--- config.mk ---
export PLATFORM = sky130hd
export DESIGN_NAME = zports
export DESIGN_NICKNAME = d
export VERILOG_FILES = /design/src/verilog/zport_pkg.sv /design/src/verilog/zport_decode.sv /design/src/verilog/xt_regs.sv /design/src/verilog/sd_ctrl.sv /design/src/verilog/port_readback.sv /design/src/verilog/zports.sv
export SDC_FILE = /design/constraint.sdc
export NUM_CORES = 1
export LEC_CHECK = 0
export BUFFER_PORTS_ARGS = -buffer_cell sky130_fd_sc_hd__buf_2
export CAP_MARGIN = 20
export CELL_PAD_IN_SITES_DETAIL_PLACEMENT = 0
export CELL_PAD_IN_SITES_GLOBAL_PLACEMENT = 1
export CORE_UTILIZATION = 36
export DETAILED_ROUTE_END_ITERATION = 12
export GPL_TIMING_DRIVEN = 0
export PLACE_DENSITY = 0.85
export SLEW_MARGIN = 20
export SYNTH_ARGS = -nofsm -noshare
export SYNTH_HDL_FRONTEND = slang
export SYNTH_SLANG_ARGS = --single-unit
--- constraint.sdc ---
create_clock -name clk -period 2.9 [get_ports clk]
set_clock_uncertainty 0.05 [all_clocks]
set_input_delay 0.145 -clock clk [delete_from_list [all_inputs] [get_ports clk]]
set_output_delay 0.145 -clock clk [all_outputs]
set_load 0.005 [all_outputs]
--- src/verilog/zport_pkg.sv ---
// port and extended register addresses, reset values, shared bus and config structs
`default_nettype none

package zport_pkg;

  typedef logic [7:0] byte_t;

  // z80 i/o ports, low address byte
  localparam byte_t PORT_FE       = 8'hFE;
  localparam byte_t PORT_FD       = 8'hFD;
  localparam byte_t PORT_XT       = 8'hAF;  // #nnAF extended regs
  localparam byte_t PORT_FB_COVOX = 8'hFB;
  localparam byte_t PORT_KJOY     = 8'h1F;
  localparam byte_t PORT_KMOUSE   = 8'hDF;
  localparam byte_t PORT_SDCFG    = 8'h77;
  localparam byte_t PORT_SDDAT    = 8'h57;

  // extended register file, selected by high byte
  localparam byte_t XR_VCONF     = 8'h00;
  localparam byte_t XR_VPAGE     = 8'h01;
  localparam byte_t XR_GXOFFSL   = 8'h02;
  localparam byte_t XR_GXOFFSH   = 8'h03;
  localparam byte_t XR_GYOFFSL   = 8'h04;
  localparam byte_t XR_GYOFFSH   = 8'h05;
  localparam byte_t XR_TSCONF    = 8'h06;
  localparam byte_t XR_PALSEL    = 8'h07;
  localparam byte_t XR_BORDER    = 8'h0F;
  localparam byte_t XR_RAMPAGE   = 8'h10;  // #10..#13
  localparam byte_t XR_FMADDR    = 8'h15;
  localparam byte_t XR_SYSCONF   = 8'h20;
  localparam byte_t XR_MEMCONF   = 8'h21;
  localparam byte_t XR_FDDVIRT   = 8'h29;
  localparam byte_t XR_INTMASK   = 8'h2A;
  localparam byte_t XR_CACHECONF = 8'h2B;
  localparam byte_t XR_XSTAT     = 8'h00;  // read side only

  // reset values
  localparam byte_t      RST_MEMCONF  = 8'h04;  // no rom map
  localparam byte_t      RST_SYSCONF  = 8'h00;  // 3.5 MHz
  localparam byte_t      RST_INTMASK  = 8'h01;  // frame int only
  localparam byte_t      RST_RAMPAGE0 = 8'h00;
  localparam byte_t      RST_RAMPAGE1 = 8'h05;
  localparam byte_t      RST_RAMPAGE2 = 8'h02;
  localparam byte_t      RST_RAMPAGE3 = 8'h00;
  localparam logic [2:0] RST_SPI_CS   = 3'b111;

  // z80 bus as seen by the port block
  typedef struct packed {
    logic [15:0] a;
    byte_t       din;
    logic        iord;     // level
    logic        iord_s;   // one clk strobe
    logic        iowr_s;   // one clk strobe
    logic        wr;
    logic        regs_we;  // internal register write, address on low byte
    logic        opfetch;
  } zbus_t;

  // one-hot low byte hits plus the register address
  typedef struct packed {
    logic  fe;
    logic  xt;
    logic  fd;
    logic  covox;
    logic  kjoy;    // already masked in dos
    logic  kmouse;
    logic  sdcfg;
    logic  sddat;
    byte_t hoa;
  } port_sel_t;

  typedef struct packed {
    logic vconf;
    logic vpage;
    logic border;
    logic gx_offsl;
    logic gx_offsh;
    logic gy_offsl;
    logic gy_offsh;
    logic tsconf;
    logic palsel;
    logic zborder;  // #FE write
  } video_wr_t;

  typedef struct packed {
    byte_t       sysconf;
    byte_t       memconf;
    logic [3:0]  cacheconf;
    byte_t       intmask;
    byte_t       fddvirt;
    logic [4:0]  fmaddr;
    logic [31:0] xt_page;  // rampage 3..0
  } xt_cfg_t;

endpackage

`default_nettype wire

--- src/verilog/zport_decode.sv ---
// zport_decode: low/high address decode into port hits, porthit and write strobes
`timescale 1ns/1ps
`default_nettype none

module zport_decode
  import zport_pkg::*;
(
  input  zbus_t     bus,
  input  logic      dos,
  output port_sel_t sel,
  output video_wr_t video_wr,
  output logic      beeper_wr,
  output logic      covox_wr,
  output logic      xt_wr,
  output logic      xt_rd,
  output logic      p7ffd_req,
  output logic      sd_wr,
  output logic      sd_rd,
  output logic      porthit
);

  byte_t loa;

  assign loa = bus.a[7:0];

  // port table
  assign sel.fe     = (loa == PORT_FE);
  assign sel.xt     = (loa == PORT_XT);
  assign sel.fd     = (loa == PORT_FD);
  assign sel.covox  = (loa == PORT_FB_COVOX);
  assign sel.kjoy   = (loa == PORT_KJOY) && !dos;  // #1F belongs to the fdc in dos
  assign sel.kmouse = (loa == PORT_KMOUSE);
  assign sel.sdcfg  = (loa == PORT_SDCFG);
  assign sel.sddat  = (loa == PORT_SDDAT);

  // internal writes put the register number on the low byte
  assign sel.hoa = bus.regs_we ? bus.a[7:0] : bus.a[15:8];

  assign porthit = sel.fe || sel.xt || sel.fd || sel.covox
                || sel.kjoy || sel.kmouse || sel.sdcfg || sel.sddat;

  assign beeper_wr = sel.fe && bus.iowr_s;
  assign covox_wr  = sel.covox && bus.iowr_s;

  assign xt_wr = (sel.xt && bus.iowr_s) || bus.regs_we;
  assign xt_rd = sel.xt && bus.iord_s;

  // #7FFD, a15 high is the AY port
  assign p7ffd_req = !bus.a[15] && sel.fd && bus.iowr_s;

  assign sd_wr = sel.sddat && bus.iowr_s;
  assign sd_rd = sel.sddat && bus.iord_s;

  // video registers
  assign video_wr.vconf    = xt_wr && (sel.hoa == XR_VCONF);
  assign video_wr.vpage    = xt_wr && (sel.hoa == XR_VPAGE);
  assign video_wr.border   = xt_wr && (sel.hoa == XR_BORDER);
  assign video_wr.gx_offsl = xt_wr && (sel.hoa == XR_GXOFFSL);
  assign video_wr.gx_offsh = xt_wr && (sel.hoa == XR_GXOFFSH);
  assign video_wr.gy_offsl = xt_wr && (sel.hoa == XR_GYOFFSL);
  assign video_wr.gy_offsh = xt_wr && (sel.hoa == XR_GYOFFSH);
  assign video_wr.tsconf   = xt_wr && (sel.hoa == XR_TSCONF);
  assign video_wr.palsel   = xt_wr && (sel.hoa == XR_PALSEL);
  assign video_wr.zborder  = beeper_wr;  // spectrum border shares #FE

endmodule

`default_nettype wire

--- src/verilog/xt_regs.sv ---
// xt_regs: extended configuration registers, #7FFD paging, lock128 modes and lock48
`timescale 1ns/1ps
`default_nettype none

module xt_regs
  import zport_pkg::*;
(
  input  logic      clk,
  input  logic      rst,
  input  zbus_t     bus,
  input  port_sel_t sel,
  input  logic      xt_wr,
  input  logic      p7ffd_req,
  output xt_cfg_t   cfg,
  output logic      p7ffd_wr
);

  byte_t      rampage [0:3];
  byte_t      sysconf;
  byte_t      memconf;
  logic [3:0] cacheconf;
  byte_t      intmask;
  byte_t      fddvirt;
  logic [4:0] fmaddr;

  logic       m1_lock128;  // from last opcode fetch
  logic       lock48;
  logic       lock_mode2;
  logic       lock_mode3;
  logic       lock128;
  byte_t      page_7ffd;

  // memconf[7:6] selects how #7FFD bits 7:6 reach the page
  assign lock_mode2 = (memconf[7:6] == 2'b10);
  assign lock_mode3 = (memconf[7:6] == 2'b11);
  assign lock128    = lock_mode3 ? 1'b0 : (lock_mode2 ? m1_lock128 : memconf[6]);

  always_comb
  begin
    if (lock_mode3)
      page_7ffd = {2'b00, bus.din[5], bus.din[7:6], bus.din[2:0]};  // 1024k
    else
      page_7ffd = {3'b000, (lock128 ? 2'b00 : bus.din[7:6]), bus.din[2:0]};
  end

  assign p7ffd_wr = p7ffd_req && !lock48;

  // mode 2 lock, opcode with equal top bits keeps 128k
  always_ff @(posedge clk)
  begin
    if (rst)
      m1_lock128 <= 1'b0;
    else if (bus.opfetch)
      m1_lock128 <= !(bus.din[7] ^ bus.din[6]);
  end

  always_ff @(posedge clk)
  begin
    if (rst)
      lock48 <= 1'b0;
    else if (p7ffd_wr && !lock_mode3)
      lock48 <= bus.din[5];  // sticks until reset
  end

  always_ff @(posedge clk)
  begin
    if (rst)
    begin
      rampage[0] <= RST_RAMPAGE0;
      rampage[1] <= RST_RAMPAGE1;
      rampage[2] <= RST_RAMPAGE2;
      rampage[3] <= RST_RAMPAGE3;
      sysconf    <= RST_SYSCONF;
      memconf    <= RST_MEMCONF;
      cacheconf  <= 4'h0;   // no cache
      intmask    <= RST_INTMASK;
      fddvirt    <= 8'h00;
      fmaddr     <= 5'h00;  // fm window off
    end
    else if (p7ffd_wr)
    begin
      memconf[0] <= bus.din[4];  // rom select
      rampage[3] <= page_7ffd;
    end
    else if (xt_wr)
    begin
      if (sel.hoa[7:2] == XR_RAMPAGE[7:2])
        rampage[sel.hoa[1:0]] <= bus.din;

      if (sel.hoa == XR_FMADDR)
        fmaddr <= bus.din[4:0];

      if (sel.hoa == XR_SYSCONF)
      begin
        sysconf   <= bus.din;
        cacheconf <= {4{bus.din[2]}};  // old cache bit covers all windows
      end

      if (sel.hoa == XR_CACHECONF)
        cacheconf <= bus.din[3:0];

      if (sel.hoa == XR_MEMCONF)
        memconf <= bus.din;

      if (sel.hoa == XR_FDDVIRT)
        fddvirt <= bus.din;

      if (sel.hoa == XR_INTMASK)
        intmask <= bus.din;
    end
  end

  assign cfg = '{
    sysconf:   sysconf,
    memconf:   memconf,
    cacheconf: cacheconf,
    intmask:   intmask,
    fddvirt:   fddvirt,
    fmaddr:    fmaddr,
    xt_page:   {rampage[3], rampage[2], rampage[1], rampage[0]}
  };

endmodule

`default_nettype wire

--- src/verilog/sd_ctrl.sv ---
// sd_ctrl: SD chip select register, SPI start strobe and outgoing SPI data
`timescale 1ns/1ps
`default_nettype none

module sd_ctrl
  import zport_pkg::*;
(
  input  logic      clk,
  input  logic      rst,
  input  zbus_t     bus,
  input  port_sel_t sel,
  input  logic      sd_wr,
  input  logic      sd_rd,
  output logic      sdcs_n,
  output logic      sd2cs_n,
  output logic      sd_start,
  output byte_t     sd_datain
);

  logic [1:0] cs_n;  // {sd2, sd}
  logic       sdcfg_wr;

  assign sdcfg_wr = sel.sdcfg && bus.iowr_s;

  // z-controller style config, bit 2 is unused here
  always_ff @(posedge clk)
  begin
    if (rst)
      cs_n <= {RST_SPI_CS[2], RST_SPI_CS[0]};
    else if (sdcfg_wr)
      cs_n <= {~bus.din[3], bus.din[1]};
  end

  assign sdcs_n  = cs_n[0];
  assign sd2cs_n = cs_n[1];

  assign sd_start = sd_wr || sd_rd;  // every #57 access runs one byte

  // reads shift out #FF
  assign sd_datain = bus.wr ? bus.din : 8'hFF;

endmodule

`default_nettype wire

--- src/verilog/port_readback.sv ---
// port_readback: i/o read data multiplexer and power-up status flag
`timescale 1ns/1ps
`default_nettype none

module port_readback
  import zport_pkg::*;
(
  input  logic       clk,
  input  logic       rst,
  input  zbus_t      bus,
  input  port_sel_t  sel,
  input  logic       xt_rd,
  input  xt_cfg_t    cfg,
  input  logic [4:0] keys_in,     // #FE key columns
  input  logic       tape_read,
  input  byte_t      mus_in,      // #xxDF
  input  byte_t      kj_in,       // #1F
  input  byte_t      sd_dataout,
  output byte_t      dout
);

  logic pwr_up;
  logic xstat_rd;

  assign xstat_rd = xt_rd && (sel.hoa == XR_XSTAT);

  // set by reset, first status read clears it
  always_ff @(posedge clk)
  begin
    if (rst)
      pwr_up <= 1'b1;
    else if (xstat_rd)
      pwr_up <= 1'b0;
  end

  always_comb
  begin
    dout = 8'hFF;  // unmapped ports and #7FFD, which is write only
    if (sel.fe)
      dout = {1'b1, tape_read, 1'b1, keys_in};
    else if (sel.xt)
    begin
      if (sel.hoa == XR_XSTAT)
        dout = {1'b0, pwr_up, 6'b000000};  // version fields read 0
      else if (sel.hoa == (XR_RAMPAGE + 8'd2))
        dout = cfg.xt_page[23:16];
      else if (sel.hoa == (XR_RAMPAGE + 8'd3))
        dout = cfg.xt_page[31:24];
    end
    else if (sel.kmouse)
      dout = mus_in;
    else if (sel.kjoy)
      dout = kj_in;
    else if (sel.sdcfg)
      dout = 8'h00;  // card present, not write protected
    else if (sel.sddat)
      dout = sd_dataout;
  end

endmodule

`default_nettype wire

--- src/verilog/zports.sv ---
// zports: top level of the z80 port block, decode, registers, SD control and readback
`timescale 1ns/1ps
`default_nettype none

module zports
  import zport_pkg::*;
(
  input  logic       clk,
  input  logic       rst,
  input  zbus_t      bus,
  input  logic       dos,
  input  logic [4:0] keys_in,
  input  logic       tape_read,
  input  byte_t      mus_in,
  input  byte_t      kj_in,
  input  byte_t      sd_dataout,
  output byte_t      dout,
  output logic       dataout,
  output logic       porthit,
  output xt_cfg_t    cfg,
  output video_wr_t  video_wr,
  output logic       beeper_wr,
  output logic       covox_wr,
  output logic       p7ffd_wr,    // also the spectrum screen page strobe
  output logic       sdcs_n,
  output logic       sd2cs_n,
  output logic       sd_start,
  output byte_t      sd_datain
);

  port_sel_t sel;
  logic      xt_wr;
  logic      xt_rd;
  logic      p7ffd_req;
  logic      sd_wr;
  logic      sd_rd;

  assign dataout = porthit && bus.iord;  // z80 bus driven only on own ports

  zport_decode decode_i (
    .bus       (bus),
    .dos       (dos),
    .sel       (sel),
    .video_wr  (video_wr),
    .beeper_wr (beeper_wr),
    .covox_wr  (covox_wr),
    .xt_wr     (xt_wr),
    .xt_rd     (xt_rd),
    .p7ffd_req (p7ffd_req),
    .sd_wr     (sd_wr),
    .sd_rd     (sd_rd),
    .porthit   (porthit)
  );

  xt_regs regs_i (
    .clk       (clk),
    .rst       (rst),
    .bus       (bus),
    .sel       (sel),
    .xt_wr     (xt_wr),
    .p7ffd_req (p7ffd_req),
    .cfg       (cfg),
    .p7ffd_wr  (p7ffd_wr)
  );

  sd_ctrl sd_i (
    .clk       (clk),
    .rst       (rst),
    .bus       (bus),
    .sel       (sel),
    .sd_wr     (sd_wr),
    .sd_rd     (sd_rd),
    .sdcs_n    (sdcs_n),
    .sd2cs_n   (sd2cs_n),
    .sd_start  (sd_start),
    .sd_datain (sd_datain)
  );

  port_readback readback_i (
    .clk        (clk),
    .rst        (rst),
    .bus        (bus),
    .sel        (sel),
    .xt_rd      (xt_rd),
    .cfg        (cfg),
    .keys_in    (keys_in),
    .tape_read  (tape_read),
    .mus_in     (mus_in),
    .kj_in      (kj_in),
    .sd_dataout (sd_dataout),
    .dout       (dout)
  );

endmodule

`default_nettype wire

==> results.sh, run 1 <==
export IMPL_vias=3765
export IMPL_layout_setup_ws_ns=0.569
export IMPL_synth_area_per_cell_um2=10.0
export IMPL_synth_top_cell_area_share_pct=23.4
export IMPL_num_rows=38
export IMPL_drive_gt1_share_pct=36.4
export IMPL_clk_pin_slew_ns=0.06
export IMPL_cellPowerDensity_nw_per_um2=455
export IMPL_viasPerCell=5.17
export IMPL_synthTopCellsByArea="edfxtp_1, dfxtp_1, mux2i_1, nor2_1, and2_1"
export IMPL_finalSetupViolCount=0
export IMPL_combPwrFrac_pct=10.6
export IMPL_synth_seq_cells=78
export IMPL_cellLeakagePower_nw=2.24
export IMPL_synth_nets=474
export IMPL_postCtsHoldBufs=0
export IMPL_antennaDiodeCount=0
export IMPL_n_fill_cell=1090
export IMPL_fin_tns_setup_ns=0
export IMPL_maxCapViolCount=0
export IMPL_yosys_area_top_type="edfxtp_1"
export IMPL_nets=646
export IMPL_grt_pass1_vias=3553
export IMPL_fin_crit_ns=2.33
export IMPL_synthesis_instances=411
export IMPL_final_area_um2=5360
export IMPL_async_flop_share_pct=0
export IMPL_dr_first_iter_drc_count=159
export IMPL_status="finished clean"
export IMPL_dieHeight_um=109
export IMPL_drc=0
export IMPL_reg2reg_depth=6
export IMPL_synth_edf_count=32
export IMPL_grt_start_max_net_pins=14
export IMPL_finalHoldViolCount=0
export IMPL_r2r_start="regs_i.lock48$_SDFFE_PP0P_"
export IMPL_crit_chain="buf_2 > buf_6 > nor3_1 > o221a_2 > buf_2 > nand3_2 > nor3_1 > or2_2"
export IMPL_hold_path_class="input port to register"
export IMPL_power_mw=2.44
export IMPL_hpwl_um=9360
export IMPL_synth_cell_types=65
export IMPL_htreeDepth=3
export IMPL_port_buffers=161
export IMPL_r2r_setup_slack_ns=0.73
export IMPL_cp_top_family="simple AND/OR/NAND/NOR gates"
export IMPL_dp_slack_ns=0.0747
export IMPL_peakVddDrop_mv=0.289
export IMPL_synth_area_um2=4110
export IMPL_first_pass_iters=6
export IMPL_die_area_um2=11900
export IMPL_start_util_pct=37.5
export IMPL_overflow=0
export IMPL_antenna_found_initial=0
export IMPL_ys_warn_count=0
export IMPL_cp_depth=8
export IMPL_switching_share_pct=24.5
export IMPL_ant_nets=0
export IMPL_grt_first_pass_wirelength_um=18900
export IMPL_start_kind="input port"
export IMPL_p_int_mw=1.84
export IMPL_cp_endpoint="regs_i.rampage[0][2]$_SDFFCE_PN0P_"
export IMPL_slew_viol_final=0
export IMPL_worst_setup_path_end_kind="register"
export IMPL_ys_seq_area_share_pct=45.7
export IMPL_slew_headroom_pct=47.9
export IMPL_postCtsSetupBuffers=0
export IMPL_sequentialPowerShare_pct=48.2
export IMPL_cp_arrival_ns=2.30
export IMPL_finalWirelength_um=12300
export IMPL_syn2layout_area_growth_pct=30.3
export IMPL_gr_usage_all_layers_pct=21.0
export IMPL_cts_tree="done"
export IMPL_reg2reg_to="regs_i.rampage[3][7]$_DFFE_PP_"
export IMPL_critPathMaxStageDelay_ns=0.48
export IMPL_fin_crit_sh_pct=80.4
export IMPL_cts_buffers=9
export IMPL_cp_slowest_cell="nor3_1"
export IMPL_crit_type="input port to register"
export IMPL_fp_dieW_um=109
export IMPL_worst_slew_pin_slew_ns=0.775
export IMPL_crit_fanout=10
export IMPL_routabilityCongestion=0.827
export IMPL_dpl_cell_area_um2=5090
export IMPL_multi_input_area_um2=2050
export IMPL_synthFlopType="dfxtp_1"
export IMPL_core_um2=11000
export IMPL_seq_area_um2=1880
export IMPL_fmax_mhz=429
export IMPL_worstSkewPairLatency_ns=0.32
export IMPL_cts_path_max_buffers=2
export IMPL_rsz0062_at_grt="false"
export IMPL_detail_route_wl_per_cell_um=16.9
export IMPL_clockRootBuffer="clkbuf_16"
export IMPL_crit_required_ns=2.87
export IMPL_switching_power_mw=0.598
export IMPL_cts_sinks=78
export IMPL_cp_startpoint="bus[1]"
export IMPL_path_buf_inv=3
export IMPL_p_clk_share_pct=41.2
export IMPL_ctsResizeCount=0
export IMPL_io_pins=170
## cell usage after synthesis (all sizes together), types with 2 or more instances
library cell	instances
a211o	3
a211oi	11
a21o	2
a21oi	13
a22o	3
a31oi	3
and2	19
and3	5
and3b	2
and4	2
buf	12
clkbuf	19
dfxtp	46
edfxtp	32
inv	7
mux2i	37
nand2	11
nand2b	19
nand3	7
nand3b	7
nand4	2
nor2	61
nor3	9
nor3b	5
nor4	9
nor4b	4
o21ai	13
o21bai	2
o221ai	3
o22a	5
o22ai	16
or2	3
or3b	3
or4	3
## cell type report
| class | instances | area share [%] |
|---|---|---|
| multi-input combinational | 295 | 38.3 |
| sequential | 78 | 35.1 |
| timing repair buffer | 161 | 15.0 |
| clock buffer | 10 | 4.27 |
| tap | 140 | 3.27 |
| buffer | 31 | 2.82 |
| clock inverter | 6 | 0.700 |
| inverter | 7 | 0.490 |
## metrics by stage
| stage | util [%] | hold WS, ns | std cells |
|---|---|---|---|
| CTS | 48.8 | 0.0144 | 728 |
| global placement | 46.4 | 0.331 | 712 |
| finish | 48.8 | 0.0183 | 728 |
| detailed placement | 46.4 | 0.350 | 712 |
| floorplan | - | 0.213 | 411 |
| global route | 48.8 | 0.0185 | 728 |
## per-layer routing
metal  track usage [%]  part of all wire, %  wire length (um)  up-vias
li1                  -                    -                 -     1848
met2              34.0                   48              5890      115
met5                 0                    0                 0        -
met4              5.02                 0.98               121        0
met3              4.96                  5.8               713        9
met1              28.1                   45              5600     1793
## worst min path at each step
stage / from / end / cells after the start
floorplan: bus[8] / regs_i.memconf[2]$_SDFFE_PP1P_ / 1
global placement: bus[8] / regs_i.memconf[2]$_SDFFE_PP1P_ / 2
detailed placement: bus[8] / regs_i.memconf[2]$_SDFFE_PP1P_ / 2
CTS: bus[8] / regs_i.memconf[2]$_SDFFE_PP1P_ / 2
global route: bus[8] / regs_i.memconf[2]$_SDFFE_PP1P_ / 2
finish: bus[8] / regs_i.memconf[2]$_SDFFE_PP1P_ / 2
## sequential cells by signal, summed over array words and instances, names as in the netlist
name and count:
regs_i.m1_lock128 1, regs_i.fmaddr 5, regs_i.fddvirt 8, regs_i.intmask 8, regs_i.sysconf 8, regs_i.lock48 1, readback_i.pwr_up 1, regs_i.rampage 32
regs_i.cacheconf 4, regs_i.memconf 8, sd_i.cs_n 2
## power by group through the flow
| stage | clock, mW | sequential (mW) | combinational (mW) |
|---|---|---|---|
| floorplan | 0 | 1.20 | 0.125 |
| global placement | 0 | 1.20 | 0.255 |
| detailed placement | 0 | 1.20 | 0.258 |
| CTS | 1.02 | 1.18 | 0.259 |
| global route | 1.06 | 1.18 | 0.283 |
| finish | 1.00 | 1.18 | 0.258 |
## cells by family after synthesis
logic type	Yosys count	synth area share, %
mux	38	9.28
xor+xnor	2	0.426
buf+inv	38	4.32
simple gates	175	26.1
compound gates	80	14.1
flops	78	45.7
## cells in the final DEF (no fill, tap or decap), types with 9 or more instances in the layout
cell / instances
buf_2: 168
nor2_1: 61
dfxtp_1: 46
mux2i_1: 37
edfxtp_1: 32
clkbuf_1: 20
and2_1: 19
nand2b_1: 19
o22ai_1: 15
a21oi_1: 13
nand2_1: 11
a211oi_1: 11
o21ai_0: 9
clkbuf_16: 9
No activity file was read; power rests on OpenSTA's default activity.
==> inputs of run 2 (changes only) <==
Settings changed: ABC_AREA set to 1, CORE_UTILIZATION 36 to 30, PLACE_DENSITY 0.85 to 0.8.
Clock period 2.9 ns to 1.9 ns, I/O delays scaled along.
==> results.sh, run 2 <==
export IMPL_status="finished clean"
export IMPL_hpwl_um=10700
export IMPL_finalWirelength_um=13600
export IMPL_vias=4336
export IMPL_fin_tns_setup_ns=0
export IMPL_nets=843
export IMPL_io_pins=170
export IMPL_core_um2=13500
export IMPL_holdCritStartpoint="bus[12]"
export IMPL_grt_start_max_net_pins=15
export IMPL_start_util_pct=31.3
export IMPL_clockRootBuffer="clkbuf_16"
export IMPL_synth_most_common_cell="nand2_1"
export IMPL_htreeDepth=3
export IMPL_synth_top_cell_area_share_pct=22.8
export IMPL_synth_area_per_cell_um2=7.02
export IMPL_synthesis_instances=601
export IMPL_whs_ns=0.0259
export IMPL_ant_nets=0
export IMPL_worst_setup_path_end_kind="output port"
export IMPL_yosys_area_top_type="edfxtp_1"
export IMPL_die_area_um2=14600
export IMPL_ys_warn_count=0
export IMPL_crit_fanout=10
export IMPL_reg2reg_depth=8
export IMPL_crit_type="input port to output port"
export IMPL_final_util_pct=41.6
export IMPL_layout_commonest_cell="buf_2"
export IMPL_maxCapViolCount=0
export IMPL_finalSetupViolCount=0
export IMPL_first_pass_iters=4
export IMPL_cp_arrival_ns=1.58
export IMPL_grt_pass1_vias=3958
export IMPL_cts_path_max_buffers=2
export IMPL_start_kind="input port"
export IMPL_final_cell_mix="buf_2, nand2_1, nor2_1"
export IMPL_overflow=0
export IMPL_slew_headroom_pct=54.6
export IMPL_fin_crit_ns=1.72
export IMPL_synth_nets=664
export IMPL_final_area_um2=5620
export IMPL_crit_required_ns=1.75
export IMPL_drive_gt1_share_pct=30.1
export IMPL_cts_buffers=9
export IMPL_synth_area_um2=4220
export IMPL_synth_edf_count=32
export IMPL_r2r_setup_slack_ns=0.35
export IMPL_drc=0
export IMPL_fp_dieW_um=121
export IMPL_largest_reg_flops=32
export IMPL_fmax_mhz=580
export IMPL_reg2reg_to="regs_i.intmask[0]$_SDFFE_PP1P_"
export IMPL_cellPowerDensity_nw_per_um2=715
export IMPL_r2r_start="regs_i.lock48$_SDFFE_PP0P_"
export IMPL_port_buffers=166
export IMPL_hold_path_class="input port to register"
export IMPL_synthFlopType="dfxtp_1"
export IMPL_worstSkewPairLatency_ns=0.33
export IMPL_ys_top_cells_by_count="nand2_1, nor2_1, inv_1"
export IMPL_gr_usage_all_layers_pct=18.8
export IMPL_routabilityCongestion=0.800
export IMPL_ys_seq_area_share_pct=44.6
export IMPL_antenna_found_initial=0
export IMPL_layout_setup_ws_ns=0.175
export IMPL_whs_path_depth=3
export IMPL_cts_tree="done"
export IMPL_async_flop_share_pct=0
export IMPL_syn2layout_area_growth_pct=33.2
export IMPL_num_rows=42
export IMPL_dp_slack_ns=-0.341
export IMPL_synthTopCellsByArea="edfxtp_1, dfxtp_1, nand2_1, nor2_1, inv_1"
export IMPL_slew_viol_final=0
export IMPL_antennaDiodeCount=0
export IMPL_cellLeakagePower_nw=2.86
export IMPL_grt_first_pass_wirelength_um=20900
export IMPL_viasPerCell=4.51
export IMPL_rsz0062_at_grt="false"
export IMPL_finalHoldViolCount=0
export IMPL_dr_first_iter_drc_count=173
export IMPL_cts_sinks=78
export IMPL_regMostFlops="regs_i.rampage"
export IMPL_dpl_cell_area_um2=5270
export IMPL_detail_route_wl_per_cell_um=14.1
export IMPL_synth_cell_types=33
export IMPL_peakVddDrop_mv=0.501
export IMPL_dieHeight_um=121
export IMPL_synth_seq_cells=78
export IMPL_clk_pin_slew_ns=0.06
export IMPL_worst_slew_pin_slew_ns=0.681
export IMPL_hold_path_end="regs_i.memconf[6]$_SDFFE_PP0P_"
export IMPL_fin_crit_sh_pct=90.8
[run 2: cell types whose count changed in the layout (fill, tap and decap cells not counted), sizes merged, moves of 19 or more]
| cell | delta |
|---|---|
| and2 | -19 |
| inv | +75 |
| mux2i | -37 |
| nand2 | +157 |
| nand2b | -19 |
| nand3 | +22 |
| nor2 | +78 |
| o21ai | +22 |
[run 2: critical path: stages]
cell and delay, ns:
buf_6 0.12, buf_8 0.13, nand2_1 0.05, nand2_1 0.09
nor2_1 0.26, nand2_1 0.11, nor2_2 0.26, nand2_1 0.09
nand3_1 0.08, nand2_1 0.07, nand2_1 0.06, nand2_1 0.04
buf_2 0.12
[run 2: metrics by stage]
step | cells | power [mW]
final | 961 | 4.02
after global routing | 961 | 4.17
after CTS | 960 | 4.06
after detailed placement | 943 | 2.21
after global placement | 943 | 2.21
after floorplan | 601 | 2.01
[run 2: kinds of logic (layout without fill, tap and decap cells)]
logic type | after synthesis | in the layout | share of synthesized area [%]
AOI/OAI and AO/OA | 74 | 74 | 9.96
buffers and inverters | 97 | 281 | 9.69
and+or+nand+nor | 352 | 352 | 35.8
DFF | 78 | 78 | 44.6
[run 2: worst max path at each step]
stage | start | end | slack (ns) | cells after the start
6_report | bus[1] | dout[6] | 0.18 | 13
5_1_grt | bus[1] | dout[6] | 0.01 | 13
4_1_cts | bus[20] | regs_i.rampage[3][4]$_DFFE_PP_ | 0.004 | 8
3_5_place_dp | bus[20] | regs_i.rampage[3][7]$_DFFE_PP_ | -0.34 | 8
3_3_place_gp | bus[20] | regs_i.rampage[3][7]$_DFFE_PP_ | -0.32 | 8
2_1_floorplan | bus[1] | regs_i.rampage[3][0]$_DFFE_PP_ | 0.06 | 7
[run 2: power breakdown]
group / internal [mW] / total, mW / switching [mW]
clock network: 1.15 / 1.84 / 0.689
registers: 1.78 / 1.79 / 0.0160
logic: 0.135 / 0.385 / 0.251
[run 2: layer usage]
layer  GRT usage, %  wire, um  up-vias
met5              0         0        -
met4           2.78        52        0
met3           6.75      1290        7
met2           31.6      6300      171
met1           23.5      5950     1901
li1               -         -     2257
[run 2: area by class of cell]
cell class,count,area (um^2)
plain buffers,14,92.6
clock buffers,9,225
clock inverters,7,97.6
fillers,1446,7880
inverters,83,317
multi-input cells,426,1940
flip-flops and latches,78,1880
well taps,176,220
repair buffers,168,848
[run 2: what timing repair did]
| item | 4_1_cts | 5_1_grt |
|---|---|---|
| hold buffers | 1 | 0 |
| endpoints found under the setup margin | 0 | 23 |
| resized for setup | 0 | 4 |
| setup buffers | 0 | 1 |
| endpoints found under the hold margin | 1 | 0 |
==> inputs of run 3 (changes only) <==
==> constraint.sdc (replaced) <==
create_clock -name clk -period 1.9 [get_ports clk]
set_clock_uncertainty 0.05 [all_clocks]
set_input_delay 0.19 -clock clk [delete_from_list [all_inputs] [get_ports clk]]
set_output_delay 0.19 -clock clk [all_outputs]
set_load 0.005 [all_outputs]
==> results.sh, run 3 (synthesis gave the netlist of run 2 again) <==
export IMPL_sequentialPowerShare_pct=44.1
export IMPL_final_cells=965
export IMPL_die_area_um2=14600
export IMPL_regMostFlops="regs_i.rampage"
export IMPL_syn2layout_area_growth_pct=36.5
export IMPL_p_clk_share_pct=45.7
export IMPL_vias=4315
export IMPL_cts_buffers=9
export IMPL_crit_fanout=10
export IMPL_slew_viol_final=0
export IMPL_cellPowerDensity_nw_per_um2=705
export IMPL_overflow=0
export IMPL_cts_tree="done"
export IMPL_switching_share_pct=24.2
export IMPL_finalWirelength_um=13600
export IMPL_detail_route_wl_per_cell_um=14.1
export IMPL_finalSetupViolCount=0
export IMPL_cellLeakagePower_nw=2.90
export IMPL_num_rows=42
export IMPL_cts_sinks=78
export IMPL_rsz0062_at_grt="false"
export IMPL_grt_start_max_net_pins=15
export IMPL_largest_reg_flops=32
export IMPL_gr_usage_all_layers_pct=19.0
export IMPL_port_buffers=166
export IMPL_status="finished clean"
export IMPL_post_place_cells=943
export IMPL_htreeDepth=3
export IMPL_antenna_found_initial=0
export IMPL_hpwl_um=10600
export IMPL_antennaDiodeCount=0
export IMPL_nets=847
export IMPL_dr_first_iter_drc_count=207
export IMPL_first_pass_iters=4
export IMPL_worst_slew_pin_slew_ns=0.647
export IMPL_drc=0
export IMPL_viasPerCell=4.47
export IMPL_grt_pass1_vias=4090
export IMPL_finalHoldViolCount=0
export IMPL_crit_type="input port to output port"
export IMPL_core_um2=13500
export IMPL_ant_nets=0
export IMPL_fin_crit_sh_pct=93.1
export IMPL_final_area_um2=5760
export IMPL_drive_gt1_share_pct=32.6
export IMPL_p_int_mw=3.08
export IMPL_slew_headroom_pct=56.9
export IMPL_dp_slack_ns=-0.394
export IMPL_dpl_cell_area_um2=5300
export IMPL_hold_path_class="input port to register"
export IMPL_grt_first_pass_wirelength_um=21300
export IMPL_worstSkewPairLatency_ns=0.33
export IMPL_clockRootBuffer="clkbuf_16"
export IMPL_cp_arrival_ns=1.53
export IMPL_crit_required_ns=1.66
export IMPL_final_cell_mix="buf_2, nand2_1, nor2_1"
export IMPL_clk_pin_slew_ns=0.06
export IMPL_worst_setup_path_end_kind="output port"
export IMPL_fp_dieW_um=121
export IMPL_fin_crit_ns=1.77
export IMPL_switching_power_mw=0.983
export IMPL_combPwrFrac_pct=10.2
export IMPL_n_fill_cell=1442
export IMPL_peakVddDrop_mv=0.449
export IMPL_start_kind="input port"
export IMPL_dieHeight_um=121
export IMPL_maxCapViolCount=0
export IMPL_layout_setup_ws_ns=0.131
export IMPL_layout_commonest_cell="buf_2"
export IMPL_fmax_mhz=565
export IMPL_cts_path_max_buffers=2
export IMPL_routabilityCongestion=0.793
export IMPL_io_pins=170
export IMPL_start_util_pct=31.3
run 3: area by class of cell:
type,count,area [um^2],area share (%)
multi-input cells,426,2020,35.1
repair buffers,172,888,15.4
well taps,176,220,3.82
clock inverters,7,97.6,1.69
flip-flops and latches,78,1880,32.7
clock buffers,9,225,3.91
inverters,83,319,5.54
plain buffers,14,105,1.82
run 3: power groups by stage:
stage	logic (mW)	registers (mW)	clock network [mW]
2_1_floorplan	0.188	1.83	0
4_1_cts	0.395	1.79	1.89
3_5_place_dp	0.387	1.83	0
5_1_grt	0.459	1.80	1.96
6_report	0.414	1.79	1.86
3_3_place_gp	0.389	1.83	0
run 3: critical path, stage by stage:
cell and delay [ns]:
buf_12 0.12, buf_8 0.13, o21ai_2 0.18, nand2_2 0.11, inv_1 0.10, nand2_1 0.10
nor2_4 0.20, nand2_1 0.08, o211ai_1 0.11, nand2_1 0.08, buf_2 0.13
run 3: metrics by stage:
stage / utilization (%) / setup TNS (ns) / hold WS [ns] / power [mW]
floorplan: - / -0.0509 / 0.253 / 2.02
global placement: 39.2 / -9.46 / 0.376 / 2.22
detailed placement: 39.2 / -9.46 / 0.384 / 2.22
CTS: 41.8 / 0 / 0.0351 / 4.08
global route: 42.7 / 0 / 0.0625 / 4.21
finish: 42.7 / 0 / 0.0417 / 4.06
run 3: layer usage:
| metal | track usage (%) | vias to the layer above | routed length [um] |
|---|---|---|---|
| li1 | - | 2264 | - |
| met1 | 23.7 | 1906 | 5990 |
| met2 | 32.2 | 136 | 6420 |
| met3 | 5.61 | 9 | 1120 |
| met4 | 3.94 | 0 | 92 |
| met5 | 0 | - | 0 |
run 3: path summary, 6_finish.rpt:
path | from | to | slack, ns | depth (start not counted)
max | bus[1] | dout[5] | 0.13 | 11
min reg2reg | regs_i.memconf[5]$_SDFFE_PP0P_ | regs_i.memconf[5]$_SDFFE_PP0P_ | 0.41 | 2
min | bus[0] | regs_i.m1_lock128$_SDFFE_PP0P_ | 0.04 | 3
max reg2reg | regs_i.lock48$_SDFFE_PP0P_ | regs_i.intmask[0]$_SDFFE_PP1P_ | 0.33 | 8
run 3: repair_timing:
action,4_1_cts,5_1_grt
hold buffers,0,0
pin swaps,1,6
resized for setup,7,21
setup endpoints to repair,16,34
setup buffers,1,5
